**config.mk**
```make
export PLATFORM = sky130hd
export DESIGN_NAME = glb_sram_controller
export DESIGN_NICKNAME = d
export VERILOG_FILES = /design/src/hdl/glb_pkg.sv /design/src/hdl/glb_sram_controller.sv
export VERILOG_INCLUDE_DIRS = /design/src /design/src/hdl
export SDC_FILE = /design/constraint.sdc
export NUM_CORES = 1
export LEC_CHECK = 0
export ABC_AREA = 1
export BUFFER_PORTS_ARGS = -buffer_cell sky130_fd_sc_hd__buf_4
export CORE_AREA = 2 2 193 195
export DETAILED_ROUTE_END_ITERATION = 16
export DIE_AREA = 0 0 195 197
export MAX_ROUTING_LAYER = met4
export PLACE_DENSITY_LB_ADDON = 0.1
export SYNTH_ARGS = -nofsm -noshare
export SYNTH_HDL_FRONTEND = slang
export SYNTH_SLANG_ARGS = --single-unit
```
**constraint.sdc**
```tcl
create_clock -name clk -period 5.74 [get_ports clk]
set_input_delay 0.287 -clock clk [delete_from_list [all_inputs] [get_ports clk]]
set_output_delay 0.287 -clock clk [all_outputs]
set_load 0.005 [all_outputs]
```
**src/hdl/glb_config.svh**
```systemverilog
// Size settings for one global buffer bank.
// Included by the package and by any RTL file that needs the raw widths.
`ifndef GLB_CONFIG_SVH
`define GLB_CONFIG_SVH

// width of one bank word, also the width of its bit-select mask
`define GLB_BANK_DATA_WIDTH 64

// config path word width
// has to be at least half the bank word so two halves cover the word
`define GLB_CONFIG_DATA_WIDTH 32

// byte address width of the bank, 4 KB
`define GLB_BANK_ADDR_WIDTH 12

// byte-address bits below the word index
// the top one of these picks the config half
`define GLB_BANK_ADDR_BYTE_OFFSET 3

// number of words held by the bank
`define GLB_SRAM_DEPTH (1 << (`GLB_BANK_ADDR_WIDTH - `GLB_BANK_ADDR_BYTE_OFFSET))

`endif
```
**src/hdl/glb_pkg.sv**
```systemverilog
// Types shared by the bank RTL and its testbench.
// Modules import it inside the body and use scoped names in their port lists.
package glb_pkg;

`include "glb_config.svh"

    // full bank word, used for both data and bit-select masks
    typedef logic [`GLB_BANK_DATA_WIDTH-1:0] bank_data_t;

    // word on the narrow config path
    typedef logic [`GLB_CONFIG_DATA_WIDTH-1:0] config_data_t;

    // byte address as seen by the host and the config path
    typedef logic [`GLB_BANK_ADDR_WIDTH-1:0] bank_addr_t;

    // word index into the SRAM, byte offset dropped
    typedef logic [`GLB_BANK_ADDR_WIDTH-`GLB_BANK_ADDR_BYTE_OFFSET-1:0] sram_addr_t;

endpackage

```
**src/hdl/glb_sram_controller.sv**
```systemverilog
// Arbitrates the config path and the wide data path onto one SRAM port.
// Config writes win, then config reads, then data strobes. Read data from
// the array comes back one cycle later and each output holds until its next read.
`timescale 1ns/1ps

`include "glb_config.svh"

module glb_sram_controller (
    input  logic                 clk,
    input  logic                 reset,

    // wide data path
    input  logic                 ren,
    input  logic                 wen,
    input  glb_pkg::bank_addr_t  addr,
    input  glb_pkg::bank_data_t  data_in,
    input  glb_pkg::bank_data_t  data_in_bit_sel,
    output glb_pkg::bank_data_t  data_out,

    // narrow config path
    input  logic                 config_en,
    input  logic                 config_wr,
    input  logic                 config_rd,
    input  glb_pkg::bank_addr_t  config_addr,
    input  glb_pkg::config_data_t config_wr_data,
    output glb_pkg::config_data_t config_rd_data,

    // SRAM port
    output logic                 sram_cen,
    output logic                 sram_wen,
    output glb_pkg::sram_addr_t  sram_addr,
    output glb_pkg::bank_data_t  sram_data,
    output glb_pkg::bank_data_t  sram_bit_sel,
    input  glb_pkg::bank_data_t  sram_rd_data
);

    import glb_pkg::*;

    logic         cfg_wr;
    logic         cfg_rd;
    logic         data_rd;
    logic         cfg_half;
    sram_addr_t   cfg_word_addr;
    sram_addr_t   data_word_addr;
    bank_data_t   cfg_wr_word;
    bank_data_t   cfg_wr_mask;

    logic         data_rd_pending;
    logic         cfg_rd_pending;
    logic         cfg_half_q;
    bank_data_t   data_out_q;
    config_data_t config_rd_data_q;
    config_data_t cfg_rd_half;

    assign cfg_wr = config_en & config_wr;
    assign cfg_rd = config_en & config_rd & ~config_wr;
    // a data access only reaches the array when no config access is present
    assign data_rd = ~(config_en & (config_wr | config_rd)) & ren & ~wen;

    // bit 2 of the byte address picks the upper half
    assign cfg_half = config_addr[`GLB_BANK_ADDR_BYTE_OFFSET-1];

    assign cfg_word_addr  = config_addr[`GLB_BANK_ADDR_WIDTH-1:`GLB_BANK_ADDR_BYTE_OFFSET];
    assign data_word_addr = addr[`GLB_BANK_ADDR_WIDTH-1:`GLB_BANK_ADDR_BYTE_OFFSET];

    // place the config word in its half and mask off the other half
    always_comb begin
        if (cfg_half) begin
            cfg_wr_word = {config_wr_data[`GLB_BANK_DATA_WIDTH-`GLB_CONFIG_DATA_WIDTH-1:0],
                           {`GLB_CONFIG_DATA_WIDTH{1'b0}}};
            cfg_wr_mask = {{(`GLB_BANK_DATA_WIDTH-`GLB_CONFIG_DATA_WIDTH){1'b1}},
                           {`GLB_CONFIG_DATA_WIDTH{1'b0}}};
        end else begin
            cfg_wr_word = {{(`GLB_BANK_DATA_WIDTH-`GLB_CONFIG_DATA_WIDTH){1'b0}},
                           config_wr_data};
            cfg_wr_mask = {{(`GLB_BANK_DATA_WIDTH-`GLB_CONFIG_DATA_WIDTH){1'b0}},
                           {`GLB_CONFIG_DATA_WIDTH{1'b1}}};
        end
    end

    // priority mux onto the SRAM port
    always_comb begin
        if (cfg_wr) begin
            sram_cen     = 1'b1;
            sram_wen     = 1'b1;
            sram_addr    = cfg_word_addr;
            sram_data    = cfg_wr_word;
            sram_bit_sel = cfg_wr_mask;
        end else if (cfg_rd) begin
            sram_cen     = 1'b1;
            sram_wen     = 1'b0;
            sram_addr    = cfg_word_addr;
            sram_data    = '0;
            sram_bit_sel = '0;
        end else begin
            // wen wins when both strobes are set
            sram_cen     = ren | wen;
            sram_wen     = wen;
            sram_addr    = data_word_addr;
            sram_data    = data_in;
            sram_bit_sel = data_in_bit_sel;
        end
    end

    // pending flags line up with the array's registered read
    always_ff @(posedge clk or posedge reset) begin
        if (reset) begin
            data_rd_pending  <= 1'b0;
            cfg_rd_pending   <= 1'b0;
            cfg_half_q       <= 1'b0;
            data_out_q       <= '0;
            config_rd_data_q <= '0;
        end else begin
            data_rd_pending  <= data_rd;
            cfg_rd_pending   <= cfg_rd;
            if (cfg_rd) begin
                cfg_half_q <= cfg_half;
            end
            data_out_q       <= data_out;
            config_rd_data_q <= config_rd_data;
        end
    end

    // half picked with the registered select, matching the delayed word
    assign cfg_rd_half = cfg_half_q ?
        sram_rd_data[`GLB_BANK_DATA_WIDTH-1 -: `GLB_CONFIG_DATA_WIDTH] :
        sram_rd_data[`GLB_CONFIG_DATA_WIDTH-1:0];

    // fresh data right after a read, otherwise the held value
    assign data_out       = data_rd_pending ? sram_rd_data : data_out_q;
    assign config_rd_data = cfg_rd_pending ? cfg_rd_half : config_rd_data_q;

endmodule

```
# Yosys cells after proc, flatten, opt, wreduce, memory -nomap -nowiden
# Index checks and enable logic that the tools add are counted.
# totals
reg_bits	99
latchBits	0
ram_bits	0
rom_bits	0
wordCells	31
memories	0
# classes
add_sub_neg	0
n_mul	0
div	0
n_lt_le_gt_ge	0
eq_ne	0
shifts	0
n_mux	15
n_bitwise	11
n_reduce_logical	0
# ops
cell	count
64-bit 2-to-1 mux	7
32-bit 2-to-1 mux	2
9-bit 2-to-1 mux	2
1-bit AND	6
1-bit 2-to-1 mux	4
1-bit NOT	3
1-bit bitwise OR	2

# Depth between registers and ports, before layout
# depth
ltp_word	5
depth_mapped	6
mapped_depth_nobuf	4

# Least setup slack after synthesis
# No wires, ideal clock.
# synth_timing
kind	flip-flop to output port
startpoint	register cfg_half_q
endpoint	output config_rd_data[10]
t_arrival_ps	931
required_ps	5453
path_slack_ps	4522
path_stages_with_launch	7
path_buffers	2
cell_sequence	dfrtp_1 > buf_2 > inv_1 > buf_2 > nand2_1 > nand3_1 > nand2_1
# synth_between
elab_chain_cells	2
# synth_rtl
item	line_no	text
start: declaration	glb_sram_controller.sv:50	logic cfg_half_q;
start signal: assignment	glb_sram_controller.sv:117	cfg_half_q <= cfg_half;
32-bit 2-to-1 mux	glb_sram_controller.sv:125	assign cfg_rd_half = cfg_half_q ?
32-bit 2-to-1 mux	glb_sram_controller.sv:131	assign config_rd_data = cfg_rd_pending ? cfg_rd_half : config_rd_data_q;
end: declaration	glb_sram_controller.sv:26	output glb_pkg::config_data_t config_rd_data,
# Every way passes these cells.

# Worst setup path in the final report
# layout_timing
startpoint	input config_en
endpoint	output sram_bit_sel[25]
# layout_between
elab_chain_cells	4
elab_cells_between_ends	5
cone_classes	mux: 2; bitwise: 3
# layout_rtl
item	line_no	text
start: declaration	glb_sram_controller.sv:21	input logic config_en,
1-bit AND (2 in a row)	glb_sram_controller.sv:56	assign cfg_rd = config_en & config_rd & ~config_wr;
64-bit 2-to-1 mux	glb_sram_controller.sv:89	end else if (cfg_rd) begin
64-bit 2-to-1 mux (*)	glb_sram_controller.sv:83	if (cfg_wr) begin
end: declaration	glb_sram_controller.sv:33	output glb_pkg::bank_data_t sram_bit_sel,
# Mark *: on every way between the ends. The rest lies on a longest branch, timed or not.

==> metrics.cfg <==
[clock_network]
clk_path_buf_depth=2
clkTransAtPathRegs_ns=0.07
cts_resized=0
cts_sinks=99
post-cts-setup-buffers=0
cts_buffers=9
root_buffer=clkbuf_16
cts_hold_buf=0
clk_latency_ns=0.36
h-tree-depth=3
cts_tree=done

[worst_setup_path]
r2r_start=data_rd_pending$_DFF_PP0_
path_max_fanout=77
critPathKind=in2out
startpoint=config_en
cp.required_ns=5.45
worstSetupStartpointType=input port
path_cells=buf_4 > nand2_4 > nor2_4 > inv_2 > nand2_1 > buf_4
worst_ep_arrival_time_ns=2.63
worst_path_max_delay_cell=nor2_4
cpMostUsedCell=buf_4
rr_worst_depth=3
rrSetupSlack_ns=3.79
max_stage_delay_ns=0.90
end_kind=output port
crit_end=sram_bit_sel[25]
r2r-end=data_out_q[45]$_DFF_PP0_

[synthesis]
synth.most_common_cell=nand2_1
seq_area_frac_synth=0.4224
yosysTopAreaCellShare=0.4224
synth_area_leaders=dfrtp_1, nand2_1, nand3_1, a21oi_1, inv_1
synth_flop_cell=dfrtp_1
synth_warnings=0
synth_top_area_cell=dfrtp_1
ys_types=13
async_flop_share=1.000
ys_ff_latch=99
synth-edff-count=0
syn_avg_cell_area_um2=6.567
synthCells=893
synth_area_um2=5864
syn_nets=1148
ys_top_cells_by_count=nand2_1, nand3_1, dfrtp_1

[sta]
worst_slew_pin_slew_ns=0.9969
maxSlewHeadroom=0.3354
tns_ns=0
holdWs_ns=0.1176
setup_viol=0
fmax_mhz=342.6
timing.final.crit_period_ns=2.919
fin_crit_sh=0.5085
fin_skew_ns=0.008107
maxSlewViolCount=0
rsz0062_at_grt=no
hold_violations=0

[power]
peakVddDrop_v=0.0001260
p_int_w=0.001643
power_leakage_nw=5.789
switching_share=0.3210
powerDensity_nw_per_um2=239.3
p_switching_w=0.0007766
p_seq_frac=0.356
clock_power_share=0.260
power_w=0.002420
share_comb_of_total_power=0.384

[flow_run]
drv_cap=0

[routing]
wl_per_cell_um=18.25
drt.antenna.violating_nets=0
drt_wl_total_um=32880
drt_iter0_drc=327
drc_errors=0
dr.pass1.iters=6
vias=7350
viasPerCell=4.079

[floorplan]
die_w_um=195
core_area_um2=36260
row_count=70
ioPinCount=490
die_area_um2=38420
initial_utilization=0.1617
fp.dieH_um=197

[placement]
port_buffers=484
placed_cell_area_um2=9807
place_hpwl_um=25790
dp_cells=1783
finalWeightedCongestion=0.8743

[grt]
grt_pass1_vias=7422
grt_usage=0.1708
grt_max_degree=96
grt_pass1_wl_um=47750
antenna_found_initial=3
overflow=0

[run_status]
status=finished clean

[finish]
stdcell_area_um2=10110
drive_above_1_share=0.3862
fin_cells=1802
area_delta_synth_final_pct=72.41
fin_nets=1581

[min_path]
min_path_type=in2async

==> layout make-up <==
cell class	count	area (µm²)
antenna	3	7.507
timing repair buffer	492	3694
sequential	99	2481
clock inverter	3	46.29
inverter	73	276.5
multi-input combinational	651	2770
fill	4129	26150
clock buffer	13	250.2
tap	468	585.6
==> logic make-up (layout without fill, tap and decap cells) <==
kind of cell    after synthesis  in the layout  synth area share
buf+inv                     143            581            0.1073
compound gates               64             64           0.05462
flops                        99             99            0.4224
simple gates                587            587            0.4156
other cells                   0              3                 0
==> cells in the final DEF (no fill, tap or decap), types with 2 or more instances in the layout <==
master	n
clkbuf_16	9
nor2_4	2
nor2_1	67
diode_2	3
inv_2	2
nand3_1	171
dfrtp_1	98
nand2_1	344
nand2_4	2
clkbuf_1	3
inv_1	70
buf_4	492
a21oi_1	64
==> stage by stage <==
stage               utilization  setup WS (ns)
CTS                      0.2786          2.804
detailed placement       0.2705          2.808
floorplan                     -          2.863
global placement         0.2705          2.805
global route             0.2788          2.579
finish                   0.2788          2.821
==> power by group through the flow <==
stage / combinational [W] / clock [W] / sequential [W]
after CTS: 0.000958 / 0.000661 / 0.000863
final: 0.000929 / 0.000628 / 0.000862
after floorplan: 0.000361 / 0 / 0.000862
after global placement: 0.000951 / 0 / 0.000874
after detailed placement: 0.000954 / 0 / 0.000877
after global routing: 0.00103 / 0.000685 / 0.000876
==> layer usage <==
metal | share of wire | vias to the layer above | global-route usage
met4 | 0.021 | 0 | 0.05174
met1 | 0.38 | 3392 | 0.1857
li1 | - | 3660 | -
met2 | 0.52 | 268 | 0.2997
met3 | 0.081 | 30 | 0.05185
met5 | 0 | - | -
==> flip-flops by register name, summed over array words and instances, names as in the netlist <==
signal,cells
cfg_half_q,1
cfg_rd_pending,1
config_rd_data_q,32
data_out_q,64
data_rd_pending,1
==> critical path, delay by kind of cell <==
kind / cells / cell delay [ns]
AND/OR/NAND/NOR: 3 / 1.57
buffers and inverters: 3 / 0.72
==> worst min path at each step <==
stage / start / end / slack (ns) / cells after the start
2_1_floorplan: config_wr / cfg_rd_pending$_DFF_PP0_ / 0.37 / 1
3_3_place_gp: config_rd_data_q[10]$_DFF_PP0_ / config_rd_data_q[10]$_DFF_PP0_ / 0.46 / 2
3_5_place_dp: config_rd_data_q[25]$_DFF_PP0_ / config_rd_data_q[25]$_DFF_PP0_ / 0.46 / 2
4_1_cts: reset / data_out_q[44]$_DFF_PP0_ / 0.14 / 2
5_1_grt: ren / data_rd_pending$_DFF_PP0_ / 0.17 / 3
6_report: reset / data_out_q[44]$_DFF_PP0_ / 0.12 / 2
(Power assumes the default switching activity.)
